### config.mk
export PLATFORM = sky130hd
export DESIGN_NAME = exu_top
export DESIGN_NICKNAME = d
export VERILOG_FILES = /design/src/hdl/exu_pkg.sv /design/src/hdl/muldiv_if.sv /design/src/hdl/exu_top.sv /design/src/hdl/iter_div.sv /design/src/hdl/iter_mul.sv /design/src/hdl/int_alu.sv
export SDC_FILE = /design/constraint.sdc
export NUM_CORES = 2
export LEC_CHECK = 0
export ABC_AREA = 1
export BUFFER_PORTS_ARGS = -buffer_cell sky130_fd_sc_hd__buf_2
export CAP_MARGIN = 20
export CORE_AREA = 2 2 257 512
export CTS_CLUSTER_SIZE = 16
export DETAILED_ROUTE_END_ITERATION = 8
export DIE_AREA = 0 0 259 514
export PLACE_DENSITY = 0.71
export SLEW_MARGIN = 20
export SYNTH_ARGS = -nofsm -noshare
export SYNTH_HDL_FRONTEND = slang
export SYNTH_SLANG_ARGS = --single-unit
### constraint.sdc
create_clock -name clk_i -period 15.4 [get_ports clk_i]
set_input_delay 0 -clock clk_i [delete_from_list [all_inputs] [get_ports clk_i]]
set_output_delay 0 -clock clk_i [all_outputs]
set_load 0.005 [all_outputs]
### src/hdl/exu_pkg.sv
package exu_pkg;

  // machine data width
  parameter int XLEN = 64;

  // decoded operation presented to the execute unit
  typedef enum logic [4:0] {
    OP_ADD    = 5'd0,
    OP_SUB    = 5'd1,
    OP_SLL    = 5'd2,
    OP_SRL    = 5'd3,
    OP_SRA    = 5'd4,
    OP_AND    = 5'd5,
    OP_OR     = 5'd6,
    OP_XOR    = 5'd7,
    OP_SLT    = 5'd8,
    OP_SLTU   = 5'd9,
    // branch compares, result is 0 or 1
    OP_BEQ    = 5'd10,
    OP_BNE    = 5'd11,
    OP_BLT    = 5'd12,
    OP_BGE    = 5'd13,
    OP_BLTU   = 5'd14,
    OP_BGEU   = 5'd15,
    // rv64m multiply
    OP_MUL    = 5'd16,
    OP_MULH   = 5'd17,
    OP_MULHSU = 5'd18,
    OP_MULHU  = 5'd19,
    // rv64m divide and remainder
    OP_DIV    = 5'd20,
    OP_DIVU   = 5'd21,
    OP_REM    = 5'd22,
    OP_REMU   = 5'd23
  } exu_op_e;

  // handled by the iterative multiplier
  function automatic logic is_mul_op(exu_op_e op);
    return op inside {OP_MUL, OP_MULH, OP_MULHSU, OP_MULHU};
  endfunction

  // handled by the iterative divider
  function automatic logic is_div_op(exu_op_e op);
    return op inside {OP_DIV, OP_DIVU, OP_REM, OP_REMU};
  endfunction

  // alu ops that have a word form (addw, subw, sllw, srlw, sraw)
  function automatic logic is_word_alu_op(exu_op_e op);
    return op inside {OP_ADD, OP_SUB, OP_SLL, OP_SRL, OP_SRA};
  endfunction

endpackage
### src/hdl/muldiv_if.sv
`timescale 1ns/1ps

interface muldiv_if #(
  parameter int XLEN = exu_pkg::XLEN
);

  // request side, held stable by the issuer for the whole operation
  logic            start;
  logic [XLEN-1:0] src_a;
  logic [XLEN-1:0] src_b;
  logic            word;
  logic            sign_a;
  logic            sign_b;
  // high product or remainder
  logic            alt;

  // response side
  logic            busy;
  logic            done;
  logic [XLEN-1:0] result;

  modport issuer (
    output start, src_a, src_b, word, sign_a, sign_b, alt,
    input  busy, done, result
  );

  modport unit (
    input  start, src_a, src_b, word, sign_a, sign_b, alt,
    output busy, done, result
  );

endinterface

### src/hdl/exu_top.sv
`timescale 1ns/1ps

module exu_top #(
  parameter int XLEN = exu_pkg::XLEN
) (
  input  logic             clk_i,
  input  logic             rst_n_i,
  input  logic             in_valid_i,
  output logic             in_ready_o,
  input  exu_pkg::exu_op_e op_i,
  input  logic             word_i,
  input  logic [XLEN-1:0]  src1_i,
  input  logic [XLEN-1:0]  src2_i,
  output logic             out_valid_o,
  input  logic             out_ready_i,
  output logic [XLEN-1:0]  result_o
);

  import exu_pkg::*;

  typedef enum logic [1:0] {
    ST_IDLE,
    ST_WAIT,
    ST_HOLD
  } state_e;

  state_e          state_q;
  logic            accept;
  logic            sign_a;
  logic            sign_b;
  logic            alt;
  logic            mul_start_q;
  logic            div_start_q;
  logic            use_mul_q;
  logic            unit_done;
  logic [XLEN-1:0] unit_result;
  logic [XLEN-1:0] alu_result;
  logic [XLEN-1:0] result_q;
  logic [XLEN-1:0] a_q;
  logic [XLEN-1:0] b_q;
  logic            word_q;
  logic            sign_a_q;
  logic            sign_b_q;
  logic            alt_q;

  muldiv_if #(.XLEN(XLEN)) mul_bus ();
  muldiv_if #(.XLEN(XLEN)) div_bus ();

  int_alu #(.XLEN(XLEN)) u_alu (
    .op_i     (op_i),
    .word_i   (word_i),
    .src1_i   (src1_i),
    .src2_i   (src2_i),
    .result_o (alu_result)
  );

  iter_mul #(.XLEN(XLEN)) u_mul (
    .clk_i   (clk_i),
    .rst_n_i (rst_n_i),
    .mif     (mul_bus)
  );

  iter_div #(.XLEN(XLEN)) u_div (
    .clk_i   (clk_i),
    .rst_n_i (rst_n_i),
    .mif     (div_bus)
  );

  // one op in flight, units must be idle too
  assign in_ready_o  = (state_q == ST_IDLE) && !mul_bus.busy && !div_bus.busy;
  assign accept      = in_valid_i && in_ready_o;
  assign out_valid_o = state_q == ST_HOLD;
  assign result_o    = result_q;

  // operand signedness and high/remainder select per op
  always_comb begin
    sign_a = 1'b0;
    sign_b = 1'b0;
    alt    = 1'b0;
    case (op_i)
      OP_MUL, OP_DIV: begin
        sign_a = 1'b1;
        sign_b = 1'b1;
      end
      OP_MULH, OP_REM: begin
        sign_a = 1'b1;
        sign_b = 1'b1;
        alt    = 1'b1;
      end
      OP_MULHSU: begin
        sign_a = 1'b1;
        alt    = 1'b1;
      end
      OP_MULHU, OP_REMU: alt = 1'b1;
      default: ;
    endcase
  end

  // both buses share the captured request, only start differs
  assign mul_bus.start  = mul_start_q;
  assign mul_bus.src_a  = a_q;
  assign mul_bus.src_b  = b_q;
  assign mul_bus.word   = word_q;
  assign mul_bus.sign_a = sign_a_q;
  assign mul_bus.sign_b = sign_b_q;
  assign mul_bus.alt    = alt_q;

  assign div_bus.start  = div_start_q;
  assign div_bus.src_a  = a_q;
  assign div_bus.src_b  = b_q;
  assign div_bus.word   = word_q;
  assign div_bus.sign_a = sign_a_q;
  assign div_bus.sign_b = sign_b_q;
  assign div_bus.alt    = alt_q;

  assign unit_done   = use_mul_q ? mul_bus.done : div_bus.done;
  assign unit_result = use_mul_q ? mul_bus.result : div_bus.result;

  // dispatch fsm
  always_ff @(posedge clk_i) begin
    if (!rst_n_i) begin
      state_q     <= ST_IDLE;
      mul_start_q <= 1'b0;
      div_start_q <= 1'b0;
      use_mul_q   <= 1'b0;
    end else begin
      // start is a single cycle pulse
      mul_start_q <= 1'b0;
      div_start_q <= 1'b0;
      case (state_q)
        ST_IDLE: begin
          if (accept) begin
            if (is_mul_op(op_i)) begin
              mul_start_q <= 1'b1;
              use_mul_q   <= 1'b1;
              state_q     <= ST_WAIT;
            end else if (is_div_op(op_i)) begin
              div_start_q <= 1'b1;
              use_mul_q   <= 1'b0;
              state_q     <= ST_WAIT;
            end else begin
              state_q <= ST_HOLD;
            end
          end
        end
        ST_WAIT: begin
          if (unit_done) begin
            state_q <= ST_HOLD;
          end
        end
        ST_HOLD: begin
          // result leaves, ready again next cycle
          if (out_ready_i) begin
            state_q <= ST_IDLE;
          end
        end
        default: state_q <= ST_IDLE;
      endcase
    end
  end

  // request capture and result register
  always_ff @(posedge clk_i) begin
    if (accept) begin
      a_q      <= src1_i;
      b_q      <= src2_i;
      word_q   <= word_i;
      sign_a_q <= sign_a;
      sign_b_q <= sign_b;
      alt_q    <= alt;
      // alu ops complete right away
      if (!is_mul_op(op_i) && !is_div_op(op_i)) begin
        result_q <= alu_result;
      end
    end else if ((state_q == ST_WAIT) && unit_done) begin
      result_q <= unit_result;
    end
  end

endmodule

### src/hdl/iter_div.sv
`timescale 1ns/1ps

module iter_div #(
  parameter int XLEN = exu_pkg::XLEN
) (
  input logic    clk_i,
  input logic    rst_n_i,
  muldiv_if.unit mif
);

  localparam int CW = $clog2(XLEN);

  logic            run_q;
  logic            fin_q;
  logic [CW-1:0]   cnt_q;
  logic [XLEN-1:0] dvsr_q;
  // dividend bits shift out of quo_q while quotient bits shift in
  logic [XLEN-1:0] quo_q;
  logic [XLEN-1:0] rem_q;
  logic            neg_q_q;
  logic            neg_r_q;
  logic            zero_q;
  logic            alt_q;
  logic            word_q;
  logic [XLEN-1:0] a_ext;
  logic [XLEN-1:0] b_ext;
  logic            neg_a;
  logic            neg_b;
  logic            idle;
  logic [XLEN:0]   partial;
  logic [XLEN:0]   trial;
  logic [XLEN-1:0] q_fix;
  logic [XLEN-1:0] r_fix;
  logic [XLEN-1:0] sel;

  assign idle = !run_q && !fin_q;

  // word ops extend the low halves by signedness first
  always_comb begin
    if (!mif.word) begin
      a_ext = mif.src_a;
      b_ext = mif.src_b;
    end else begin
      a_ext = {{(XLEN-32){mif.sign_a && mif.src_a[31]}}, mif.src_a[31:0]};
      b_ext = {{(XLEN-32){mif.sign_b && mif.src_b[31]}}, mif.src_b[31:0]};
    end
  end

  assign neg_a = mif.sign_a && a_ext[XLEN-1];
  assign neg_b = mif.sign_b && b_ext[XLEN-1];

  // one restoring step
  assign partial = {rem_q, quo_q[XLEN-1]};
  assign trial   = partial - {1'b0, dvsr_q};

  always_ff @(posedge clk_i) begin
    if (!rst_n_i) begin
      run_q <= 1'b0;
      fin_q <= 1'b0;
      cnt_q <= '0;
    end else begin
      fin_q <= 1'b0;
      if (mif.start && idle) begin
        run_q <= 1'b1;
        cnt_q <= '0;
      end else if (run_q) begin
        cnt_q <= cnt_q + 1'b1;
        if (cnt_q == CW'(XLEN-1)) begin
          run_q <= 1'b0;
          fin_q <= 1'b1;
        end
      end
    end
  end

  always_ff @(posedge clk_i) begin
    if (mif.start && idle) begin
      dvsr_q  <= neg_b ? -b_ext : b_ext;
      quo_q   <= neg_a ? -a_ext : a_ext;
      rem_q   <= '0;
      neg_q_q <= neg_a ^ neg_b;
      // remainder takes the dividend sign
      neg_r_q <= neg_a;
      zero_q  <= b_ext == '0;
      alt_q   <= mif.alt;
      word_q  <= mif.word;
    end else if (run_q) begin
      // no borrow means the divisor fits
      if (!trial[XLEN]) begin
        rem_q <= trial[XLEN-1:0];
        quo_q <= {quo_q[XLEN-2:0], 1'b1};
      end else begin
        rem_q <= partial[XLEN-1:0];
        quo_q <= {quo_q[XLEN-2:0], 1'b0};
      end
    end
  end

  // divide by zero forces all ones
  // the remainder already equals the dividend in that case
  // min / -1 falls out of the magnitude path as the dividend with remainder 0
  assign q_fix = zero_q ? '1 : (neg_q_q ? -quo_q : quo_q);
  assign r_fix = neg_r_q ? -rem_q : rem_q;
  assign sel   = alt_q ? r_fix : q_fix;

  assign mif.result = word_q ? {{(XLEN-32){sel[31]}}, sel[31:0]} : sel;
  assign mif.busy   = !idle;
  assign mif.done   = fin_q;

endmodule

### src/hdl/iter_mul.sv
`timescale 1ns/1ps

module iter_mul #(
  parameter int XLEN = exu_pkg::XLEN
) (
  input logic    clk_i,
  input logic    rst_n_i,
  muldiv_if.unit mif
);

  localparam int CW = $clog2(XLEN);

  logic              run_q;
  logic              fin_q;
  logic [CW-1:0]     cnt_q;
  logic [XLEN-1:0]   mcand_q;
  // upper half accumulates, lower half holds the remaining multiplier bits
  logic [2*XLEN-1:0] prod_q;
  logic [2*XLEN-1:0] prod_fix;
  logic              neg_q;
  logic              alt_q;
  logic              word_q;
  logic              neg_a;
  logic              neg_b;
  logic              idle;
  logic [XLEN:0]     step_sum;

  assign idle  = !run_q && !fin_q;
  assign neg_a = mif.sign_a && mif.src_a[XLEN-1];
  assign neg_b = mif.sign_b && mif.src_b[XLEN-1];

  // add multiplicand when the current multiplier bit is set, keep the carry
  assign step_sum = {1'b0, prod_q[2*XLEN-1:XLEN]} +
                    (prod_q[0] ? {1'b0, mcand_q} : {(XLEN+1){1'b0}});

  // start, XLEN steps, one finish cycle
  always_ff @(posedge clk_i) begin
    if (!rst_n_i) begin
      run_q <= 1'b0;
      fin_q <= 1'b0;
      cnt_q <= '0;
    end else begin
      fin_q <= 1'b0;
      if (mif.start && idle) begin
        run_q <= 1'b1;
        cnt_q <= '0;
      end else if (run_q) begin
        cnt_q <= cnt_q + 1'b1;
        if (cnt_q == CW'(XLEN-1)) begin
          run_q <= 1'b0;
          fin_q <= 1'b1;
        end
      end
    end
  end

  // operands as magnitudes, product sign kept aside
  always_ff @(posedge clk_i) begin
    if (mif.start && idle) begin
      mcand_q <= neg_a ? -mif.src_a : mif.src_a;
      prod_q  <= {{XLEN{1'b0}}, (neg_b ? -mif.src_b : mif.src_b)};
      neg_q   <= neg_a ^ neg_b;
      alt_q   <= mif.alt;
      word_q  <= mif.word;
    end else if (run_q) begin
      prod_q <= {step_sum, prod_q[XLEN-1:1]};
    end
  end

  assign prod_fix = neg_q ? -prod_q : prod_q;

  // mulw takes the low word, mulh* the upper half
  always_comb begin
    if (word_q) begin
      mif.result = {{(XLEN-32){prod_fix[31]}}, prod_fix[31:0]};
    end else if (alt_q) begin
      mif.result = prod_fix[2*XLEN-1:XLEN];
    end else begin
      mif.result = prod_fix[XLEN-1:0];
    end
  end

  assign mif.busy = !idle;
  assign mif.done = fin_q;

endmodule

### src/hdl/int_alu.sv
`timescale 1ns/1ps

module int_alu #(
  parameter int XLEN = exu_pkg::XLEN
) (
  input  exu_pkg::exu_op_e op_i,
  input  logic             word_i,
  input  logic [XLEN-1:0]  src1_i,
  input  logic [XLEN-1:0]  src2_i,
  output logic [XLEN-1:0]  result_o
);

  import exu_pkg::*;

  // shift amount width, 6 bits for rv64
  localparam int SHW = $clog2(XLEN);

  logic [XLEN-1:0] sum;
  logic [XLEN-1:0] diff;
  logic [XLEN-1:0] sh_src;
  logic [XLEN-1:0] sll_res;
  logic [XLEN-1:0] srl_res;
  logic [XLEN-1:0] sra_res;
  logic [XLEN-1:0] raw;
  logic [SHW-1:0]  shamt;
  logic            lt_s;
  logic            lt_u;
  logic            eq;
  logic            word_ext;

  assign sum  = src1_i + src2_i;
  assign diff = src1_i - src2_i;

  // compare results shared by slt and the branches
  assign lt_s = $signed(src1_i) < $signed(src2_i);
  assign lt_u = src1_i < src2_i;
  assign eq   = src1_i == src2_i;

  // word shifts only look at 5 bits of the amount
  assign shamt = word_i ? SHW'(src2_i[4:0]) : src2_i[SHW-1:0];

  // word shifts run on the low half
  // zero filled for srlw, sign filled for sraw so the right shifts pull in the right bits
  always_comb begin
    if (!word_i) begin
      sh_src = src1_i;
    end else if (op_i == OP_SRA) begin
      sh_src = {{(XLEN-32){src1_i[31]}}, src1_i[31:0]};
    end else begin
      sh_src = {{(XLEN-32){1'b0}}, src1_i[31:0]};
    end
  end

  assign sll_res = sh_src << shamt;
  assign srl_res = sh_src >> shamt;
  assign sra_res = $signed(sh_src) >>> shamt;

  // main result select
  always_comb begin
    raw = '0;
    case (op_i)
      OP_ADD:  raw = sum;
      OP_SUB:  raw = diff;
      OP_SLL:  raw = sll_res;
      OP_SRL:  raw = srl_res;
      OP_SRA:  raw = sra_res;
      OP_AND:  raw = src1_i & src2_i;
      OP_OR:   raw = src1_i | src2_i;
      OP_XOR:  raw = src1_i ^ src2_i;
      OP_SLT:  raw = XLEN'(lt_s);
      OP_SLTU: raw = XLEN'(lt_u);
      // branch taken flags
      OP_BEQ:  raw = XLEN'(eq);
      OP_BNE:  raw = XLEN'(!eq);
      OP_BLT:  raw = XLEN'(lt_s);
      OP_BGE:  raw = XLEN'(!lt_s);
      OP_BLTU: raw = XLEN'(lt_u);
      OP_BGEU: raw = XLEN'(!lt_u);
      // mul and div never take this path
      default: raw = '0;
    endcase
  end

  // word results are sign extended from bit 31
  assign word_ext = word_i && is_word_alu_op(op_i);

  assign result_o = word_ext ? {{(XLEN-32){raw[31]}}, raw[31:0]} : raw;

endmodule

==> impl_metrics.py, run 1 <==
metrics = {
    "status": {
        "status": "stopped before the end",
        "haltStage": "5_1_grt",
        "first-error": "[ERROR GRT-0116] Global routing finished with congestion. Check the congestion regions in the DRC Viewer.",
    },
    "global_route": {
        "grt_pass1_vias": 103169,
        "grt_start_max_net_pins": 99,
        "grt-ovfl-total": 4019,
        "track_usage_pct": 85.0,
        "grt_pass1_wl_um": 866000,
    },
    "synthesis": {
        "yosysWarnings": 0,
        "async_flop_share_pct": 0,
        "netlist_instances": 11619,
        "synth_seq_cells": 609,
        "syn-cell-area_sq_mm": 0.0705,
        "synth_edf_count": 460,
        "seq_area_frac_synth_pct": 23.8,
        "synth_nets": 12107,
        "avgSynthCellArea_sq_um": 6.07,
        "ys_types": 71,
        "synthFlopType": "edfxtp_1",
    },
    "die": {
        "initial_core_util_pct": 54.5,
        "die_x_um": 259,
        "io_pins": 204,
        "rows": 187,
        "die_h_um": 514,
    },
    "clocking": {
        "cts_buffer_depth": 3,
        "cts_root_buf": "clkbuf_16",
        "cts_buffers": 60,
        "cts_resized": 0,
        "cts-htree-levels": 2,
        "cts_num_sinks": 609,
    },
    "placement": {
        "numPortBuffers": 203,
        "post-dp-hpwl_um": 369000,
        "gp_congestion": 1.41,
    },
}
[timing repair]
item	CTS
endpoints found under the hold margin	146
hold buffers	139
setup buffers	0
[logic make-up after synthesis]
group           Yosys count  synth area share, %
fa+ha+maj               350                 6.26
xor+xnor                331                 4.11
flops                   609                 23.8
mux                       6               0.0852
compound gates         2633                 20.6
simple gates           5631                 33.9
buf+inv                2059                 11.2
[routing by layer]
layer	global-route usage [%]	GRT overflow
met5	30.0	14
met4	90.8	1066
met3	68.1	51
met2	105	2865
met1	81.2	23
[metrics by stage]
| step | area, sq um | hold slack [ns] | std cells | setup WS (ns) |
|---|---|---|---|---|
| after floorplan | 70500 | 0.0989 | 11619 | 7.46 |
| after global placement | 72700 | 0.216 | 13168 | 10.20 |
| after detailed placement | 72700 | 0.229 | 13170 | 10.14 |
| after CTS | 76100 | 0.0134 | 13421 | 10.13 |
[Yosys cell counts, types with 18 or more instances]
cell	count	area share, %
a21boi_0	18	0.19
a21o_1	51	0.54
a21oi_1	899	6.4
a221oi_1	28	0.35
a31oi_1	103	0.91
buf_1	97	0.52
buf_2	78	0.55
clkbuf_1	278	1.5
dfxtp_1	149	4.2
edfxtp_1	460	20
ha_1	346	6.1
inv_1	1556	8.3
inv_2	28	0.15
nand2_1	2721	14
nand3_1	962	6.8
nand3b_1	19	0.20
nand4_1	229	2.0
nor2_1	1302	6.9
nor2_2	21	0.19
nor3_1	186	1.3
nor4_1	95	0.84
o211ai_1	143	1.5
o21ai_0	1127	8.0
o21ai_1	53	0.38
o21bai_1	44	0.47
o22ai_1	49	0.43
or2_2	38	0.34
xnor2_1	79	0.98
xor2_1	252	3.1
==> inputs of run 2 (changes only) <==
CORE_AREA = 2 2 423 425   (was 2 2 257 512)
CTS_CLUSTER_SIZE = default   (was 16)
DIE_AREA = 0 0 425 427   (was 0 0 259 514)
PLACE_DENSITY = default   (was 0.71)
PLACE_DENSITY_LB_ADDON = 0.15   (was default)
==> run 2 against run 1 <==
  * The flow now finishes without violations
  * Synthesized cell count stayed put
  * Synthesized area stayed put
==> impl_metrics.py, run 2 <==
metrics = {
    "status": {
        "status": "finished clean",
    },
    "worst_setup_path": {
        "slowest_delay_ns": 1.03,
        "cp.arrival_ns": 5.65,
        "start_kind": "input pin",
        "crit_path_end_kind": "flop",
        "critical_path_class": "input pin to flop",
        "cp_max_fo": 72,
        "required_ns": 15.84,
        "crit_slowest_cell": "clkinv_2",
        "ff2ff_path_depth": 18,
        "crit_chain": "buf_4, clkinv_2, ha_1, nor2_1, a21oi_1, o21ai_1, nand2_1, nand3_1, nand2_1, nand2_1, a21oi_1, o21ai_0, nand3_1, nor2_1, nand2_2, a21oi_4, a21oi_1",
    },
    "sta": {
        "fin_tns_setup_ns": 0,
        "fin_crit_sh_pct": 33.8,
        "skew_ns": 0.0557,
        "final.min_clock_period_ns": 5.21,
        "drv_slew": 0,
        "setup_slack_ns": 10.19,
        "worstMarginPinSlew_ns": 1.40,
        "rsz0062_at_grt": "false",
        "finalHoldViolCount": 0,
        "setup_viol": 0,
        "maxSlewHeadroom_pct": 5.59,
        "fmax_mhz": 192,
        "holdWs_ns": 0.0268,
    },
    "clocking": {
        "cts_setup_buffers": 0,
        "cts-htree-levels": 3,
        "cts_root_buf": "clkbuf_16",
        "cts_buffer_depth": 3,
        "path_clk_slew_ns": 0.06,
        "cts_resized": 0,
        "cts_num_sinks": 609,
        "cts_buffers": 80,
        "cts_tree": "done",
        "clock_latency_ns": 0.77,
    },
    "die": {
        "die_h_um": 427,
        "initial_core_util_pct": 39.8,
        "dieArea_sq_mm": 0.181,
        "io_pins": 204,
        "coreArea_sq_mm": 0.177,
        "rows": 155,
        "die_x_um": 425,
    },
    "layout": {
        "mostFrequentLayoutCells": "nand2_1, inv_1, nor2_1",
        "layout.cells.non_filler": 14178,
        "utilization_pct": 43.9,
        "finalInstanceArea_sq_mm": 0.0778,
        "largest_register_ffs": 128,
        "final_common_cell": "nand2_1",
        "fin_nets": 12194,
        "registers.top_by_ff_count": "u_mul.prod_q",
        "drive_gt1_share_pct": 5.34,
        "synthToLayoutAreaGrowth_pct": 10.4,
    },
    "global_route": {
        "grt-ovfl-total": 0,
        "grt_pass1_vias": 81997,
        "track_usage_pct": 49.7,
        "grt_pass1_wl_um": 635000,
        "grt_start_max_net_pins": 104,
        "antenna_found_initial": 71,
    },
    "synthesis": {
        "synth_top_cell_area_share_pct": 19.6,
        "seq_area_frac_synth_pct": 23.8,
        "async_flop_share_pct": 0,
        "synthTopCellsByArea": "edfxtp_1, nand2_1, inv_1",
        "yosys.area.top_type": "edfxtp_1",
        "synthTopCellsByCount": "nand2_1, inv_1, nor2_1, o21ai_0, nand3_1",
        "ys_types": 71,
        "synth_edf_count": 460,
        "yosysWarnings": 0,
        "synth_seq_cells": 609,
        "avgSynthCellArea_sq_um": 6.07,
        "syn-cell-area_sq_mm": 0.0705,
        "yosys.cell_count.top_type": "nand2_1",
        "netlist_instances": 11619,
        "synth_nets": 12107,
        "synthFlopType": "edfxtp_1",
    },
    "drt": {
        "drt-total-wl_um": 467000,
        "drtPass1Iterations": 7,
        "drt_iter0_drc": 13582,
        "route.vias.total": 89130,
        "avgRoutedWirePerCell_um": 33.0,
        "ant_nets": 0,
        "drc": 0,
        "via_per_inst": 6.29,
    },
    "hold_path": {
        "whs_path_depth": 2,
        "hold_class": "input pin to flop",
    },
    "placement": {
        "gp_congestion": 1.16,
        "postPlaceCellArea_sq_mm": 0.0736,
        "numPortBuffers": 203,
        "post-dp-hpwl_um": 381000,
        "dp_slack_ns": 9.76,
        "dp.cells": 13837,
    },
    "power": {
        "intPower_mw": 4.68,
        "comb_power_share_pct": 51.8,
        "total_power_mw": 10.1,
        "netSwitchingFraction_pct": 53.7,
        "ir_drop_mv": 0.101,
        "power.share.clock_pct": 19.5,
        "p_leak_nw": 34.5,
        "power.density_mw_per_mm2": 130,
        "p_seq_share_pct": 28.7,
        "switching_power_mw": 5.44,
    },
    "run": {
        "maxCapViolations": 0,
    },
}
==> run 2: cell counts after synthesis <==
No cell type changed its count.
==> run 2: worst paths after layout <==
| path | start | end | slack, ns |
|---|---|---|---|
| hold / removal | src2_i[6] | b_q[6] | 0.03 |
| setup / recovery | src2_i[1] | result_o[39] | 10.19 |
| hold reg to reg | u_div.cnt_q[5] | u_div.cnt_q[5] | 0.47 |
| setup reg to reg | u_mul.prod_q[0] | result_o[0] | 10.31 |
==> run 2: logic make-up (layout without fill, tap and decap cells) <==
logic type	count (synthesis)	after routing	synth area share [%]
and+or+nand+nor	5631	5631	33.9
other	0	51	0
AOI/OAI and AO/OA	2633	2633	20.6
DFF	609	609	23.8
adders and majority gates	350	350	6.26
xor gates and xnor gates	331	331	4.11
muxes	6	6	0.0852
buffers and inverters	2059	2212	11.2
==> run 2: power by group through the flow <==
stage | registers [mW] | logic [mW] | clock network, mW
after floorplan | 2.53 | 3.05 | 0
after global placement | 2.89 | 4.92 | 0
after detailed placement | 2.89 | 4.93 | 0
after CTS | 2.86 | 4.99 | 1.96
after global routing | 2.89 | 5.55 | 2.02
final | 2.91 | 5.24 | 1.97
==> run 2: cell type report <==
type | count | area, sq um
multi-input combinational | 8951 | 45900
fill | 19362 | 99500
clock inverter | 45 | 445
tap | 2355 | 2950
timing repair buffer | 475 | 3420
inverter | 1589 | 5990
clock buffer | 103 | 2190
sequential | 609 | 16800
antenna | 51 | 128
==> run 2: repair_timing <==
item                       4_1_cts  5_1_grt
setup endpoints to repair        0        0
hold buffers                   140        0
hold endpoints to repair       145        0
==> run 2: worst max-delay path, delay by kind of cell <==
family | cells | cell delay (ns)
compound gates | 6 | 1.67
fa+ha+maj | 1 | 0.71
buf+inv | 2 | 1.71
simple gates | 8 | 1.46
==> run 2: per-layer routing <==
metal  vias up  wire length [um]  global-route usage, %
met2      6324            198000                   75.4
met5         -               215                      0
met4        32             57300                   50.2
li1      39071                 -                      -
met3      1880             51200                   13.9
met1     41823            160000                   54.9
Power figures use the tool's default switching activity.
